[src/design/rv_defs.svh]
`ifndef RV_DEFS_SVH
`define RV_DEFS_SVH

// Data and address width
`define RV_XLEN 32

// Register index width, 32 architectural registers
`define RV_REG_AW 5

`define RV_RESET_PC 32'h0000_0000

// Sequential fetch step in bytes
`define RV_INST_STEP 32'd4

`endif

[src/design/rv_isa_pkg.sv]
`default_nettype none

`include "rv_defs.svh"

package rv_isa_pkg;

  typedef enum logic [6:0] {
    OP_R       = 7'b0110011,
    OP_I_ARITH = 7'b0010011,
    OP_LOAD    = 7'b0000011,
    OP_STORE   = 7'b0100011,
    OP_BRANCH  = 7'b1100011,
    OP_LUI     = 7'b0110111,
    OP_JAL     = 7'b1101111
  } opcode_e;

  typedef enum logic [2:0] {
    BR_BEQ  = 3'b000,
    BR_BNE  = 3'b001,
    BR_BLT  = 3'b100,
    BR_BGE  = 3'b101,
    BR_BLTU = 3'b110,
    BR_BGEU = 3'b111
  } branch_f3_e;

  // Bit 3 set means subtract
  typedef enum logic [3:0] {
    ALU_ADD = 4'b0000,
    ALU_AND = 4'b0001,
    ALU_OR  = 4'b0010,
    ALU_XOR = 4'b0011,
    ALU_SLL = 4'b0100,
    ALU_SUB = 4'b1000
  } alu_op_e;

  typedef struct packed {
    logic [6:0]            funct7;
    logic [`RV_REG_AW-1:0] rs2;
    logic [`RV_REG_AW-1:0] rs1;
    logic [2:0]            funct3;
    logic [`RV_REG_AW-1:0] rd;
    opcode_e               opcode;
  } r_fmt_t;

  typedef struct packed {
    logic [11:0]           imm_11_0;
    logic [`RV_REG_AW-1:0] rs1;
    logic [2:0]            funct3;
    logic [`RV_REG_AW-1:0] rd;
    opcode_e               opcode;
  } i_fmt_t;

  typedef struct packed {
    logic [6:0]            imm_11_5;
    logic [`RV_REG_AW-1:0] rs2;
    logic [`RV_REG_AW-1:0] rs1;
    logic [2:0]            funct3;
    logic [4:0]            imm_4_0;
    opcode_e               opcode;
  } s_fmt_t;

  typedef struct packed {
    logic                  imm_12;
    logic [5:0]            imm_10_5;
    logic [`RV_REG_AW-1:0] rs2;
    logic [`RV_REG_AW-1:0] rs1;
    branch_f3_e            funct3;
    logic [3:0]            imm_4_1;
    logic                  imm_11;
    opcode_e               opcode;
  } b_fmt_t;

  typedef struct packed {
    logic [19:0]           imm_31_12;
    logic [`RV_REG_AW-1:0] rd;
    opcode_e               opcode;
  } u_fmt_t;

  typedef struct packed {
    logic                  imm_20;
    logic [9:0]            imm_10_1;
    logic                  imm_11;
    logic [7:0]            imm_19_12;
    logic [`RV_REG_AW-1:0] rd;
    opcode_e               opcode;
  } j_fmt_t;

  // One instruction word, six ways to read it
  typedef union packed {
    r_fmt_t r_fmt;
    i_fmt_t i_fmt;
    s_fmt_t s_fmt;
    b_fmt_t b_fmt;
    u_fmt_t u_fmt;
    j_fmt_t j_fmt;
  } inst_u;

endpackage

`default_nettype wire

[src/design/rv_pipe_pkg.sv]
`default_nettype none

`include "rv_defs.svh"

package rv_pipe_pkg;

  typedef struct packed {
    logic                reg_write;
    logic                alu_src_imm;  // Operand b from immediate
    logic                mem_read;
    logic                mem_write;
    logic                mem_to_reg;
    logic                branch;
    logic                jal;
    logic                lui;          // Operand a forced to zero
    rv_isa_pkg::alu_op_e alu_op;
  } ctrl_t;

  typedef struct packed {
    ctrl_t                 ctrl;
    logic [`RV_XLEN-1:0]   pc;
    logic [`RV_REG_AW-1:0] rd;
    logic [`RV_XLEN-1:0]   rs1_data;
    logic [`RV_XLEN-1:0]   rs2_data;
    logic [`RV_XLEN-1:0]   imm;
  } id_ex_t;

  typedef struct packed {
    logic                  reg_write;
    logic                  mem_read;
    logic                  mem_write;
    logic                  mem_to_reg;
    logic                  jal;
    logic [`RV_XLEN-1:0]   pc;
    logic [`RV_REG_AW-1:0] rd;
    logic [`RV_XLEN-1:0]   alu_result;
    logic [`RV_XLEN-1:0]   store_data;
  } ex_mem_t;

  typedef struct packed {
    logic                  reg_write;
    logic                  mem_to_reg;
    logic                  jal;
    logic [`RV_XLEN-1:0]   pc;
    logic [`RV_REG_AW-1:0] rd;
    logic [`RV_XLEN-1:0]   alu_result;
    logic [`RV_XLEN-1:0]   load_data;
  } mem_wb_t;

  // Where a decode operand comes from
  typedef enum logic [2:0] {
    FWD_REGFILE,
    FWD_EX_ALU,
    FWD_MEM_LOAD,
    FWD_MEM_ALU,
    FWD_WB_DATA
  } fwd_sel_e;

endpackage

`default_nettype wire

[src/design/rv_decoder.sv]
`timescale 1ns/1ns
`default_nettype none

`include "rv_defs.svh"

module rv_decoder (
  input  rv_isa_pkg::inst_u  inst,
  output rv_pipe_pkg::ctrl_t ctrl
);
  import rv_isa_pkg::*;

  always_comb
  begin
    ctrl = '0;  // Unknown opcode stays inactive
    ctrl.alu_op = ALU_ADD;
    case (inst.r_fmt.opcode)
      OP_R:
      begin
        ctrl.reg_write = 1'b1;
        case ({inst.r_fmt.funct7, inst.r_fmt.funct3})
          10'b0000000_000: ctrl.alu_op = ALU_ADD;
          10'b0100000_000: ctrl.alu_op = ALU_SUB;
          10'b0000000_111: ctrl.alu_op = ALU_AND;
          10'b0000000_110: ctrl.alu_op = ALU_OR;
          10'b0000000_001: ctrl.alu_op = ALU_SLL;
          default:         ctrl.alu_op = ALU_ADD;  // R-type xor not supported
        endcase
      end
      OP_I_ARITH:
      begin
        ctrl.reg_write   = 1'b1;
        ctrl.alu_src_imm = 1'b1;
        case (inst.i_fmt.funct3)
          3'b001:  ctrl.alu_op = ALU_SLL;
          3'b100:  ctrl.alu_op = ALU_XOR;
          3'b110:  ctrl.alu_op = ALU_OR;
          3'b111:  ctrl.alu_op = ALU_AND;
          default: ctrl.alu_op = ALU_ADD;
        endcase
      end
      OP_LOAD:
      begin
        ctrl.reg_write   = 1'b1;
        ctrl.alu_src_imm = 1'b1;
        ctrl.mem_read    = 1'b1;
        ctrl.mem_to_reg  = 1'b1;
      end
      OP_STORE:
      begin
        ctrl.alu_src_imm = 1'b1;  // Address is rs1 plus S immediate
        ctrl.mem_write   = 1'b1;
      end
      OP_BRANCH: ctrl.branch = 1'b1;
      OP_LUI:
      begin
        ctrl.reg_write   = 1'b1;
        ctrl.alu_src_imm = 1'b1;
        ctrl.lui         = 1'b1;
      end
      OP_JAL:
      begin
        ctrl.reg_write = 1'b1;  // Link written in writeback
        ctrl.jal       = 1'b1;
      end
      default: ctrl.alu_op = ALU_ADD;
    endcase
  end

endmodule

`default_nettype wire

[src/design/rv_regfile.sv]
`timescale 1ns/1ns
`default_nettype none

`include "rv_defs.svh"

module rv_regfile (
  input  logic                  clk,
  input  logic                  reset,
  input  logic                  we,
  input  logic [`RV_REG_AW-1:0] rs1_addr,
  input  logic [`RV_REG_AW-1:0] rs2_addr,
  input  logic [`RV_REG_AW-1:0] rd_addr,
  input  logic [`RV_XLEN-1:0]   rd_data,
  output logic [`RV_XLEN-1:0]   rs1_data,
  output logic [`RV_XLEN-1:0]   rs2_data
);

  logic [`RV_XLEN-1:0] regs [2**`RV_REG_AW];

  always_ff @(posedge clk or posedge reset)
  begin
    if (reset)
      regs <= '{default: '0};
    else if (we && rd_addr != '0)  // x0 never written
      regs[rd_addr] <= rd_data;
  end

  // Same-cycle write is covered by writeback forwarding
  assign rs1_data = regs[rs1_addr];
  assign rs2_data = regs[rs2_addr];

endmodule

`default_nettype wire

[src/design/rv_branch_unit.sv]
`timescale 1ns/1ns
`default_nettype none

`include "rv_defs.svh"

module rv_branch_unit (
  input  rv_pipe_pkg::ctrl_t      ctrl,
  input  rv_isa_pkg::branch_f3_e  funct3,
  input  logic [`RV_XLEN-1:0]     rs1_val,
  input  logic [`RV_XLEN-1:0]     rs2_val,
  input  logic [`RV_XLEN-1:0]     pc,
  input  logic [`RV_XLEN-1:0]     imm,
  output logic                    take_branch,
  output logic [`RV_XLEN-1:0]     target
);
  import rv_isa_pkg::*;

  logic [`RV_XLEN:0] diff;
  logic              n_flag, z_flag, c_flag, v_flag;
  logic              cond;

  // rs1 + ~rs2 + 1, carry out set when rs1 >= rs2 unsigned
  assign diff   = {1'b0, rs1_val} + {1'b0, ~rs2_val} + 1'b1;
  assign n_flag = diff[`RV_XLEN-1];
  assign z_flag = (diff[`RV_XLEN-1:0] == '0);
  assign c_flag = diff[`RV_XLEN];
  assign v_flag = (rs1_val[`RV_XLEN-1] != rs2_val[`RV_XLEN-1]) &&
                  (diff[`RV_XLEN-1] != rs1_val[`RV_XLEN-1]);

  always_comb
  begin
    case (funct3)
      BR_BEQ:  cond = z_flag;
      BR_BNE:  cond = !z_flag;
      BR_BLT:  cond = (n_flag != v_flag);
      BR_BGE:  cond = (n_flag == v_flag);
      BR_BLTU: cond = !c_flag;
      BR_BGEU: cond = c_flag;
      default: cond = 1'b0;
    endcase
  end

  assign take_branch = ctrl.jal || (ctrl.branch && cond);
  assign target      = pc + imm;  // imm is the B or J immediate

endmodule

`default_nettype wire

[src/design/rv_hazard_unit.sv]
`timescale 1ns/1ns
`default_nettype none

`include "rv_defs.svh"

module rv_hazard_unit (
  input  logic [`RV_REG_AW-1:0]  rs1,
  input  logic [`RV_REG_AW-1:0]  rs2,
  input  rv_pipe_pkg::id_ex_t    id_ex,
  input  rv_pipe_pkg::ex_mem_t   ex_mem,
  input  rv_pipe_pkg::mem_wb_t   mem_wb,
  output logic                   stall,
  output rv_pipe_pkg::fwd_sel_e  fwd_rs1,
  output rv_pipe_pkg::fwd_sel_e  fwd_rs2
);
  import rv_pipe_pkg::*;

  // Youngest writer of rs wins, x0 always from the register file
  function automatic fwd_sel_e pick_source(
    input logic [`RV_REG_AW-1:0] rs,
    input id_ex_t                ex_stage,
    input ex_mem_t               mem_stage,
    input mem_wb_t               wb_stage
  );
    fwd_sel_e sel;
    sel = FWD_REGFILE;
    if (rs == '0)
      sel = FWD_REGFILE;
    else if (ex_stage.ctrl.reg_write && ex_stage.rd == rs)
      sel = FWD_EX_ALU;
    else if (mem_stage.reg_write && mem_stage.rd == rs)
    begin
      // Load data arrives combinationally this cycle
      if (mem_stage.mem_read)
        sel = FWD_MEM_LOAD;
      else
        sel = FWD_MEM_ALU;
    end
    else if (wb_stage.reg_write && wb_stage.rd == rs)
      sel = FWD_WB_DATA;
    return sel;
  endfunction

  // Load in execute cannot forward yet, hold decode one cycle
  assign stall = id_ex.ctrl.mem_read && (id_ex.rd != '0) &&
                 ((id_ex.rd == rs1) || (id_ex.rd == rs2));

  always_comb
  begin
    fwd_rs1 = pick_source(rs1, id_ex, ex_mem, mem_wb);
    fwd_rs2 = pick_source(rs2, id_ex, ex_mem, mem_wb);
  end

endmodule

`default_nettype wire

[src/design/rv_alu.sv]
`timescale 1ns/1ns
`default_nettype none

`include "rv_defs.svh"

module rv_alu (
  input  rv_isa_pkg::alu_op_e  op,
  input  logic [`RV_XLEN-1:0]  a,
  input  logic [`RV_XLEN-1:0]  b,
  output logic [`RV_XLEN-1:0]  result
);
  import rv_isa_pkg::*;

  logic [4:0] shamt;

  assign shamt = b[4:0];  // Only the low five bits shift

  always_comb
  begin
    case (op)
      ALU_ADD: result = a + b;
      ALU_SUB: result = a - b;
      ALU_AND: result = a & b;
      ALU_OR:  result = a | b;
      ALU_XOR: result = a ^ b;
      ALU_SLL: result = a << shamt;
      default: result = a + b;
    endcase
  end

endmodule

`default_nettype wire

[src/design/rv_cpu.sv]
`timescale 1ns/1ns
`default_nettype none

`include "rv_defs.svh"

module rv_cpu (
  input  logic                clk,
  input  logic                reset,
  output logic [`RV_XLEN-1:0] pc,
  input  rv_isa_pkg::inst_u   inst,
  output logic                mem_write,
  output logic [`RV_XLEN-1:0] mem_addr,
  output logic [`RV_XLEN-1:0] mem_wdata,
  input  logic [`RV_XLEN-1:0] mem_rdata
);
  import rv_isa_pkg::*;
  import rv_pipe_pkg::*;

  inst_u               if_id_inst;
  logic [`RV_XLEN-1:0] if_id_pc;
  id_ex_t              id_ex, id_ex_d;
  ex_mem_t             ex_mem;
  mem_wb_t             mem_wb;

  ctrl_t               dec_ctrl;
  logic [`RV_XLEN-1:0] dec_imm, rf_rs1, rf_rs2, op_rs1, op_rs2;
  logic                stall, take_branch, redirect;
  logic [`RV_XLEN-1:0] br_target;
  fwd_sel_e            fwd_rs1, fwd_rs2;
  logic [`RV_XLEN-1:0] alu_a, alu_b, alu_result;
  logic [`RV_XLEN-1:0] ex_fwd, mem_fwd, wb_data;

  function automatic logic [`RV_XLEN-1:0] fwd_mux(
    input fwd_sel_e            sel,
    input logic [`RV_XLEN-1:0] rf_val,
    input logic [`RV_XLEN-1:0] ex_val,
    input logic [`RV_XLEN-1:0] load_val,
    input logic [`RV_XLEN-1:0] mem_val,
    input logic [`RV_XLEN-1:0] wb_val
  );
    case (sel)
      FWD_EX_ALU:   return ex_val;
      FWD_MEM_LOAD: return load_val;
      FWD_MEM_ALU:  return mem_val;
      FWD_WB_DATA:  return wb_val;
      default:      return rf_val;
    endcase
  endfunction

  assign redirect = take_branch && !stall;

  always_ff @(posedge clk or posedge reset)
  begin
    if (reset)
      pc <= `RV_RESET_PC;
    else if (!stall)
      pc <= redirect ? br_target : pc + `RV_INST_STEP;
  end

  always_ff @(posedge clk or posedge reset)
  begin
    if (reset)
    begin
      if_id_inst <= '0;
      if_id_pc   <= '0;
    end
    else if (!stall)
    begin
      if_id_inst <= redirect ? inst_u'('0) : inst;  // Zero word decodes as bubble
      if_id_pc   <= pc;
    end
  end

  rv_decoder u_decoder (.inst(if_id_inst), .ctrl(dec_ctrl));

  rv_regfile u_regfile (
    .clk(clk), .reset(reset), .we(mem_wb.reg_write),
    .rs1_addr(if_id_inst.r_fmt.rs1), .rs2_addr(if_id_inst.r_fmt.rs2),
    .rd_addr(mem_wb.rd), .rd_data(wb_data),
    .rs1_data(rf_rs1), .rs2_data(rf_rs2)
  );

  rv_hazard_unit u_hazard (
    .rs1(if_id_inst.r_fmt.rs1), .rs2(if_id_inst.r_fmt.rs2),
    .id_ex(id_ex), .ex_mem(ex_mem), .mem_wb(mem_wb),
    .stall(stall), .fwd_rs1(fwd_rs1), .fwd_rs2(fwd_rs2)
  );

  // One immediate per format
  always_comb
  begin
    case (if_id_inst.r_fmt.opcode)
      OP_STORE:  dec_imm = {{(`RV_XLEN-12){if_id_inst.s_fmt.imm_11_5[6]}},
                            if_id_inst.s_fmt.imm_11_5, if_id_inst.s_fmt.imm_4_0};
      OP_BRANCH: dec_imm = {{(`RV_XLEN-12){if_id_inst.b_fmt.imm_12}},
                            if_id_inst.b_fmt.imm_11, if_id_inst.b_fmt.imm_10_5,
                            if_id_inst.b_fmt.imm_4_1, 1'b0};
      OP_LUI:    dec_imm = {if_id_inst.u_fmt.imm_31_12, 12'b0};
      OP_JAL:    dec_imm = {{(`RV_XLEN-20){if_id_inst.j_fmt.imm_20}},
                            if_id_inst.j_fmt.imm_19_12, if_id_inst.j_fmt.imm_11,
                            if_id_inst.j_fmt.imm_10_1, 1'b0};
      default:   dec_imm = {{(`RV_XLEN-12){if_id_inst.i_fmt.imm_11_0[11]}},
                            if_id_inst.i_fmt.imm_11_0};
    endcase
  end

  assign op_rs1 = fwd_mux(fwd_rs1, rf_rs1, ex_fwd, mem_rdata, mem_fwd, wb_data);
  assign op_rs2 = fwd_mux(fwd_rs2, rf_rs2, ex_fwd, mem_rdata, mem_fwd, wb_data);

  rv_branch_unit u_branch (
    .ctrl(dec_ctrl), .funct3(if_id_inst.b_fmt.funct3),
    .rs1_val(op_rs1), .rs2_val(op_rs2), .pc(if_id_pc), .imm(dec_imm),
    .take_branch(take_branch), .target(br_target)
  );

  always_comb
  begin
    id_ex_d.ctrl     = stall ? ctrl_t'('0) : dec_ctrl;  // Bubble on load-use
    id_ex_d.pc       = if_id_pc;
    id_ex_d.rd       = if_id_inst.r_fmt.rd;
    id_ex_d.rs1_data = op_rs1;
    id_ex_d.rs2_data = op_rs2;
    id_ex_d.imm      = dec_imm;
  end

  always_ff @(posedge clk or posedge reset)
  begin
    if (reset)
      id_ex <= '0;
    else
      id_ex <= id_ex_d;
  end

  assign alu_a = id_ex.ctrl.lui ? '0 : id_ex.rs1_data;
  assign alu_b = id_ex.ctrl.alu_src_imm ? id_ex.imm : id_ex.rs2_data;

  rv_alu u_alu (.op(id_ex.ctrl.alu_op), .a(alu_a), .b(alu_b), .result(alu_result));

  // A jal in flight forwards its link value
  assign ex_fwd = id_ex.ctrl.jal ? id_ex.pc + `RV_INST_STEP : alu_result;

  always_ff @(posedge clk or posedge reset)
  begin
    if (reset)
      ex_mem <= '0;
    else
    begin
      ex_mem.reg_write  <= id_ex.ctrl.reg_write;
      ex_mem.mem_read   <= id_ex.ctrl.mem_read;
      ex_mem.mem_write  <= id_ex.ctrl.mem_write;
      ex_mem.mem_to_reg <= id_ex.ctrl.mem_to_reg;
      ex_mem.jal        <= id_ex.ctrl.jal;
      ex_mem.pc         <= id_ex.pc;
      ex_mem.rd         <= id_ex.rd;
      ex_mem.alu_result <= alu_result;
      ex_mem.store_data <= id_ex.rs2_data;
    end
  end

  assign mem_write = ex_mem.mem_write;
  assign mem_addr  = ex_mem.alu_result;
  assign mem_wdata = ex_mem.store_data;
  assign mem_fwd   = ex_mem.jal ? ex_mem.pc + `RV_INST_STEP : ex_mem.alu_result;

  always_ff @(posedge clk or posedge reset)
  begin
    if (reset)
      mem_wb <= '0;
    else
    begin
      mem_wb.reg_write  <= ex_mem.reg_write;
      mem_wb.mem_to_reg <= ex_mem.mem_to_reg;
      mem_wb.jal        <= ex_mem.jal;
      mem_wb.pc         <= ex_mem.pc;
      mem_wb.rd         <= ex_mem.rd;
      mem_wb.alu_result <= ex_mem.alu_result;
      mem_wb.load_data  <= mem_rdata;
    end
  end

  assign wb_data = mem_wb.jal        ? mem_wb.pc + `RV_INST_STEP :
                   mem_wb.mem_to_reg ? mem_wb.load_data : mem_wb.alu_result;

endmodule

`default_nettype wire

[config.mk]
export PLATFORM = sky130hd
export DESIGN_NAME = rv_cpu
export DESIGN_NICKNAME = d
export VERILOG_FILES = /design/src/design/rv_isa_pkg.sv /design/src/design/rv_pipe_pkg.sv /design/src/design/rv_decoder.sv /design/src/design/rv_regfile.sv /design/src/design/rv_branch_unit.sv /design/src/design/rv_hazard_unit.sv /design/src/design/rv_alu.sv /design/src/design/rv_cpu.sv
export VERILOG_INCLUDE_DIRS = /design/src /design/src/design
export SDC_FILE = /design/constraint.sdc
export NUM_CORES = 2
export LEC_CHECK = 0
export BUFFER_PORTS_ARGS = -buffer_cell sky130_fd_sc_hd__buf_2
export CAP_MARGIN = 0
export CORE_ASPECT_RATIO = 0.9
export CORE_MARGIN = 2
export CORE_UTILIZATION = 45
export DETAILED_ROUTE_END_ITERATION = 10
export PLACE_DENSITY = 0.61
export RECOVER_POWER = 50
export SYNTH_ARGS = -nofsm -noshare
export SYNTH_HDL_FRONTEND = slang
export SYNTH_SLANG_ARGS = --single-unit
[constraint.sdc]
create_clock -name clk -period 42.5 [get_ports clk]
set_input_delay 4.25 -clock clk [delete_from_list [all_inputs] [get_ports clk]]
set_output_delay 4.25 -clock clk [all_outputs]
set_load 0.02 [all_outputs]
-- Word level (Yosys, flattened, before mapping)
Index checks and enable logic that the tools add are counted.
- register bits after elaboration: 1474
- bits in latches: 0
- RAM bits: 0
- bits in read-only memories: 0
- word-level logic and storage cells: 192
- memories kept: 0
- $add $sub $neg: 9
- multipliers: 0
- divide/modulo/power cells: 0
- order comparisons: 4
- equal/unequal tests: 39
- shift operators: 1
- muxes and demuxes: 42
- bitwise operators: 7
- reduce and logical (&&, ||, !) cells: 26
- operators by type and width (operator ; count):
    1024-bit bitwise mux ; 1
    32-bit two-way mux ; 13
    32-bit binary-select mux with 5-bit select ; 2
    32-bit case mux with 4 select lines ; 2
    32-bit demux with 5-bit select ; 1
    32-bit case mux with 5 select lines ; 1
    32-bit by 3-bit adder with 32-bit output, second input constant ; 4
    31-bit case mux with 4 select lines ; 1
    32-bit adder ; 2
    32-bit by 32-bit adder with 33-bit output ; 1
    33-bit by 1-bit adder with 33-bit output, second input constant ; 1
    32-bit bitwise AND ; 1
    32-bit zero test ; 1
    32-bit NOT ; 1
    32-bit bitwise OR ; 1
    32-bit by 5-bit left shift with 32-bit output ; 1
    32-bit subtractor ; 1
    32-bit bitwise XOR ; 1
    5-bit equality test ; 6
    3-bit two-way mux ; 8
    7-bit by 6-bit equality test with 1-bit output, second input constant ; 3
    10-bit by 3-bit equality test with 1-bit output, second input constant ; 2
    3-bit equality test, second input constant ; 6
    6-bit greater-or-equal comparator, second input constant ; 3
    29 further kinds ; 64

-- Depth between registers and ports, before layout
- word-level depth: 19
- mapped depth: 49
- gate-level depth less buffers: 43

-- By module
A second synthesis with hierarchy kept.
- cells, all modules: 8009
- area total of the unflattened synthesis: 87326.3 um^2
- modules (own cells, without submodules) (module ; instances ; cells each ; area each (um^2) ; seq. area each (um^2)):
    rv_regfile ; 1 ; 4602 ; 55939.9 ; 25624.6
    rv_cpu ; 1 ; 1936 ; 20971.4 ; 11285.8
    rv_alu ; 1 ; 826 ; 5982.0 ; 0.0
    rv_branch_unit ; 1 ; 542 ; 3703.6 ; 0.0
    rv_hazard_unit ; 1 ; 64 ; 467.9 ; 0.0
    rv_decoder ; 1 ; 39 ; 261.5 ; 0.0

-- Least setup slack after synthesis
OpenSTA, ideal clock, no wires.
- kind: flip-flop to flip-flop
- start point: register, netlist name id_ex[143]
- end point: register pc[6]
- library setup time: 0.126 ns
- arrival: 10.112 ns
- data required time: 42.374 ns
- setup slack: 32.262 ns
- cell stages (with the launch flop): 47
- period minus slack after synthesis: 10.238 ns
- cell sequence: dfrtp_1 > buf_2 > mux2i_1 > buf_2 > buf_2 > buf_1 > buf_1 > ha_1 > nand2_1 > nor3_1 > nand2_1 > nor2_1 > a21oi_1 > xnor2_1 > ha_1 > and3_1 > nand2_1 > or4_1 > [11 not listed] > a311oi_1 > o21ai_0 > o21a_1 > o21ai_0 > nand2b_1 > fa_1 > a211oi_1 > o2111ai_1 > nor4b_1 > nand3_1 > a2111oi_2 > nand4_1 > nor4_2 > and4_4 > o21ai_4 > buf_6 > a32o_1 > a311o_1
- cells in the longest elaborated chain, start to end: 16
- elaborated cells on any way between the ends: 27
- RTL lines (what ; RTL line ; text):
    32-bit two-way mux * ; rv_cpu.sv:135 ; assign alu_b = id_ex.ctrl.alu_src_imm ? id_ex.imm : id_ex.rs2_data;
    32-bit adder, or another cell as far along ; rv_alu.sv:21, rv_alu.sv:27 ;
    32-bit case mux with 5 select lines * ; rv_alu.sv:20 ; case (op)
    via alu_result[22] ; rv_cpu.sv:30 ; logic [`RV_XLEN-1:0] alu_a, alu_b, alu_result;
    32-bit two-way mux * ; rv_cpu.sv:140 ; assign ex_fwd = id_ex.ctrl.jal ? id_ex.pc + `RV_INST_STEP : alu_result;
    32-bit case mux with 4 select lines ; rv_cpu.sv:41 ; case (sel)
    32-bit NOT ; rv_branch_unit.sv:23 ; assign diff = {1'b0, rs1_val} + {1'b0, ~rs2_val} + 1'b1;
    32-bit by 32-bit adder with 33-bit output * ; rv_branch_unit.sv:23 ;
    33-bit by 1-bit adder with 33-bit output * ; rv_branch_unit.sv:23 ;
    branches (longest 3 deep; another with 32-bit zero test) ; -- ;
    1-bit case mux with 6 select lines * ; rv_branch_unit.sv:32 ; case (funct3)
    1-bit logical AND * ; rv_branch_unit.sv:43 ; assign take_branch = ctrl.jal || (ctrl.branch && cond);
    1-bit logical OR * ; rv_branch_unit.sv:43 ;
    1-bit logical AND * ; rv_cpu.sv:50 ; assign redirect = take_branch && !stall;
    32-bit two-way mux (no source line) * ; -- ;
    end signal, assigned ; rv_cpu.sv:55 ; pc <= `RV_RESET_PC;
    end signal, assigned ; rv_cpu.sv:57 ; pc <= redirect ? br_target : pc + `RV_INST_STEP;
    end, declared ; rv_cpu.sv:9 ; output logic [`RV_XLEN-1:0] pc,
Mark *: on every way through the listed nets, which the timed path passes.
A chain may end at the register's enable or synchronous reset.

-- Worst setup path in the final report
- start point: register, netlist name id_ex[143]
- end point: register pc[0]
- cells in the longest elaborated chain, start to end: 16
- elaborated cells on any way between the ends: 27
- RTL lines (what ; RTL line):
    32-bit two-way mux * ; rv_cpu.sv:135
    32-bit adder, or another cell as far along ; rv_alu.sv:21, rv_alu.sv:27
    32-bit case mux with 5 select lines * ; rv_alu.sv:20
    via alu_result[24] ; rv_cpu.sv:30
    32-bit two-way mux * ; rv_cpu.sv:140
    32-bit case mux with 4 select lines ; rv_cpu.sv:41
    32-bit NOT ; rv_branch_unit.sv:23
    32-bit by 32-bit adder with 33-bit output * ; rv_branch_unit.sv:23
    33-bit by 1-bit adder with 33-bit output * ; rv_branch_unit.sv:23
    branches (longest 3 deep; another with 32-bit zero test) ; --
    1-bit case mux with 6 select lines * ; rv_branch_unit.sv:32
    1-bit logical AND * ; rv_branch_unit.sv:43
    1-bit logical OR * ; rv_branch_unit.sv:43
    1-bit logical AND * ; rv_cpu.sv:50
    32-bit two-way mux (no source line) * ; --
Marks and branches as above.

==> results.yml <==
sta:
  skew_ps: 41.4
  tns_ps: 0
  max_freq_ghz: 0.0549
  hold_violations: 0
  fin_crit_sh_pct: 42.8
  setup_violations: 0
  relSlewSlack_pct: -149
  rsz0062_at_grt: "false"
  slew_violations: 1297
  tightest_slew_ps: 3730
  final.min_clock_period_ps: 18210
  fin_ws_ps: 24290
grt:
  grt_antenna_before_repair: 20
  grt_pass1_wl_um: 428000
  grt_max_degree: 162
  grt_overflow_total: 0
  grtUsageTotal_pct: 32.1
  first_global_vias: 60179
worst_hold_path:
  holdPathEnd: "mem_write"
  hp-class: "reg2reg"
  min-delay-start: "id_ex[141]"
  holdPathStages: 0
floorplanning:
  die_h_um: 406
  rows: 147
  core_area_um2: 178000
  top_level_ports: 163
  die_area_um2: 183000
  die_w_um: 451
  start_util_pct: 45.3
final_layout:
  final_cell_mix: "dfrtp_1 (1459), nand2_1 (1414), o21ai_0 (1196)"
  stdcell_count: 9829
  final_common_cell: "dfrtp_1"
  drive_gt1_share_pct: 16.6
  fin_nets: 7551
  area_growth_pct: 9.29
  design_area_um2: 88400
worst_setup_path:
  critPathMaxFanout: 45
  crit_required_ps: 43180
  reg2reg_depth: 42
  r2r-end: "pc[0]"
  crit_type: "reg2reg"
  end_kind: "register"
  worstSetupStartpoint: "id_ex[143]"
  cp_slowest_stage_delay_ps: 2350
  critPathSlowestCell: "clkbuf_1"
  critPathArrivalTime_ps: 18890
  start_kind: "register"
  cp_common_cell: "o21ai_0"
  reg2reg_slack_ps: 24290
  r2r-start: "id_ex[143]"
drt:
  num_vias: 62507
  wire_per_inst_um: 30.0
  drc: 0
  wl_um: 295000
  drtIter0Drc: 8061
  vias_per_cell: 6.36
  drtPass1Iterations: 5
  final_antenna_net_count: 0
logic_synthesis:
  netlist_instances: 7573
  synth_cell_types: 91
  synth_top_cell_area_share_pct: 45.5
  synth-async-reset-ratio_pct: 100
  ys_seq_area_share_pct: 45.5
  synth_warnings: 0
  ys.flop_type: "dfrtp_1"
  yosysTopAreaCell: "dfrtp_1"
  syn_area_um2: 80900
  synth_edf_count: 0
  synth_area_leaders: "dfrtp_1 (46%), mux4_2 (18%), o21ai_0 (7.4%)"
  avgSynthCellArea_um2: 10.7
  syn-num-nets: 7807
  ys_seq_elements: 1472
power:
  ir_drop_v: 0.0000432
  power_mw: 4.29
  internal_power_mw: 2.77
  p_switching_mw: 1.52
  leakage_nw: 38.4
  p_comb_share_pct: 25.4
  p_seq_share_pct: 40.8
  pwr-share-clk_pct: 33.8
  power_density_nw_per_um2: 48.5
  switching_share_pct: 35.4
cts:
  clock-root-buffer: "clkbuf_16"
  clockBufferDepth: 3
  hold_buffers: 0
  clkLatencyLatePin_ps: 810
  htreeDepth: 4
  cts_sinks: 1472
  cts.repair.resized: 0
  path_clk_slew_ps: 60
  post_cts.repair.setup_buffers: 0
  numCtsBuffers: 159
  cts_tree: "done"
place:
  hpwl_um: 194000
  gp_congestion: 0.959
  post-place-ws_ps: 28470
  place_area_um2: 83400
  port-buffer-count: 162
  dp.cells: 9540
outcome:
  status: "finished, violations left"
  violations: "max-capacitance violations, max-slew violations"
job:
  cap_violations: 34
==> how the worst max path moves through the flow <==
stage,endpoint,slack [ps],cells after the start
after floorplan,ex_mem[100],17870,1
after global placement,pc[0],28640,41
after detailed placement,pc[0],28470,41
after CTS,pc[0],28390,41
after global routing,pc[0],23370,42
final,pc[0],24290,42
==> metal layers <==
metal | share of wire, % | up-vias | GRT usage, % | routed length (µm)
li1 | - | 26888 | - | -
met5 | 0.023 | - | 0 | 69
met3 | 9.2 | 483 | 6.87 | 27100
met2 | 44 | 2902 | 46.7 | 128000
met4 | 3.5 | 10 | 10.4 | 10400
met1 | 44 | 32224 | 47.7 | 129000
==> synth_stat cells (all sizes together), types with 19 or more instances <==
library cell  instances
a211oi               32
a21o                 71
a21oi               240
a221oi               19
a22oi                24
a31oi                27
a32o                 20
and3                 52
buf                 179
clkbuf              534
dfrtp              1472
ha                  164
inv                 130
mux2                 39
mux2i               147
mux4                642
nand2              1445
nand2b               53
nand3                83
nand4                34
nor2                232
nor2b                33
nor3                 64
nor4                 19
o211ai               37
o21a                 22
o21ai              1200
o221ai               29
o22ai                23
or3                  25
xnor2               123
xor2                 81
==> power by group through the flow <==
stage          Combinational, mW  Clock [mW]  Sequential [mW]
2_1_floorplan              0.744           0             1.68
3_3_place_gp                1.09           0             1.76
3_5_place_dp                1.08           0             1.77
4_1_cts                     1.09        1.46             1.74
5_1_grt                     1.17        1.52             1.76
6_report                    1.09        1.45             1.75
==> logic make-up (layout without fill, tap and decap cells) <==
family          after synthesis  after routing  share of synthesized area, %
compound gates             1930           1930                          13.9
xor+xnor                    204            204                          2.21
fa+ha+maj                   168            168                          2.64
buf+inv                     846            712                          4.28
flops                      1472           1472                          45.5
mux                         828            828                          20.2
other cells                   0              6                             0
simple gates               2125           2125                          11.2
==> critical path, delay by kind of cell, from the launching register on <==
family / cells / cell delay, ps
DFF: 1 / 340
xor gates and xnor gates: 2 / 260
adders and majority gates: 3 / 1360
muxes: 2 / 790
and+or+nand+nor: 14 / 5340
buffers and inverters: 5 / 5670
AOI/OAI and AO/OA: 16 / 4230
==> flip-flops by register name, indices dropped and copies added, names as in the netlist <==
signal / count
mem_write: 1
if_id_pc: 32
u_regfile.regs: 1024
ex_mem: 40
mem_wb: 104
pc: 32
id_ex: 143
mem_addr: 32
if_id_inst: 32
mem_wdata: 32
==> cell type report <==
| type | count | area (µm²) |
|---|---|---|
| Antenna cell | 6 | 15.0 |
| Fill cell | 16026 | 90000 |
| Tap cell | 2384 | 2980 |
| Multi-Input combinational cell | 5255 | 41000 |
| Timing Repair Buffer | 296 | 1660 |
| Inverter | 133 | 500 |
| Sequential cell | 1472 | 36900 |
| Clock inverter | 47 | 647 |
| Clock buffer | 236 | 4720 |
==> stage by stage <==
stage                     hold WS, ps  utilization [%]
final                             358             49.6
after global routing              368             49.5
after CTS                         358             49.7
after detailed placement          343             46.7
after global placement            335             46.7
after floorplan                   331                -
Note: power is estimated with default switching activity, not from simulation.
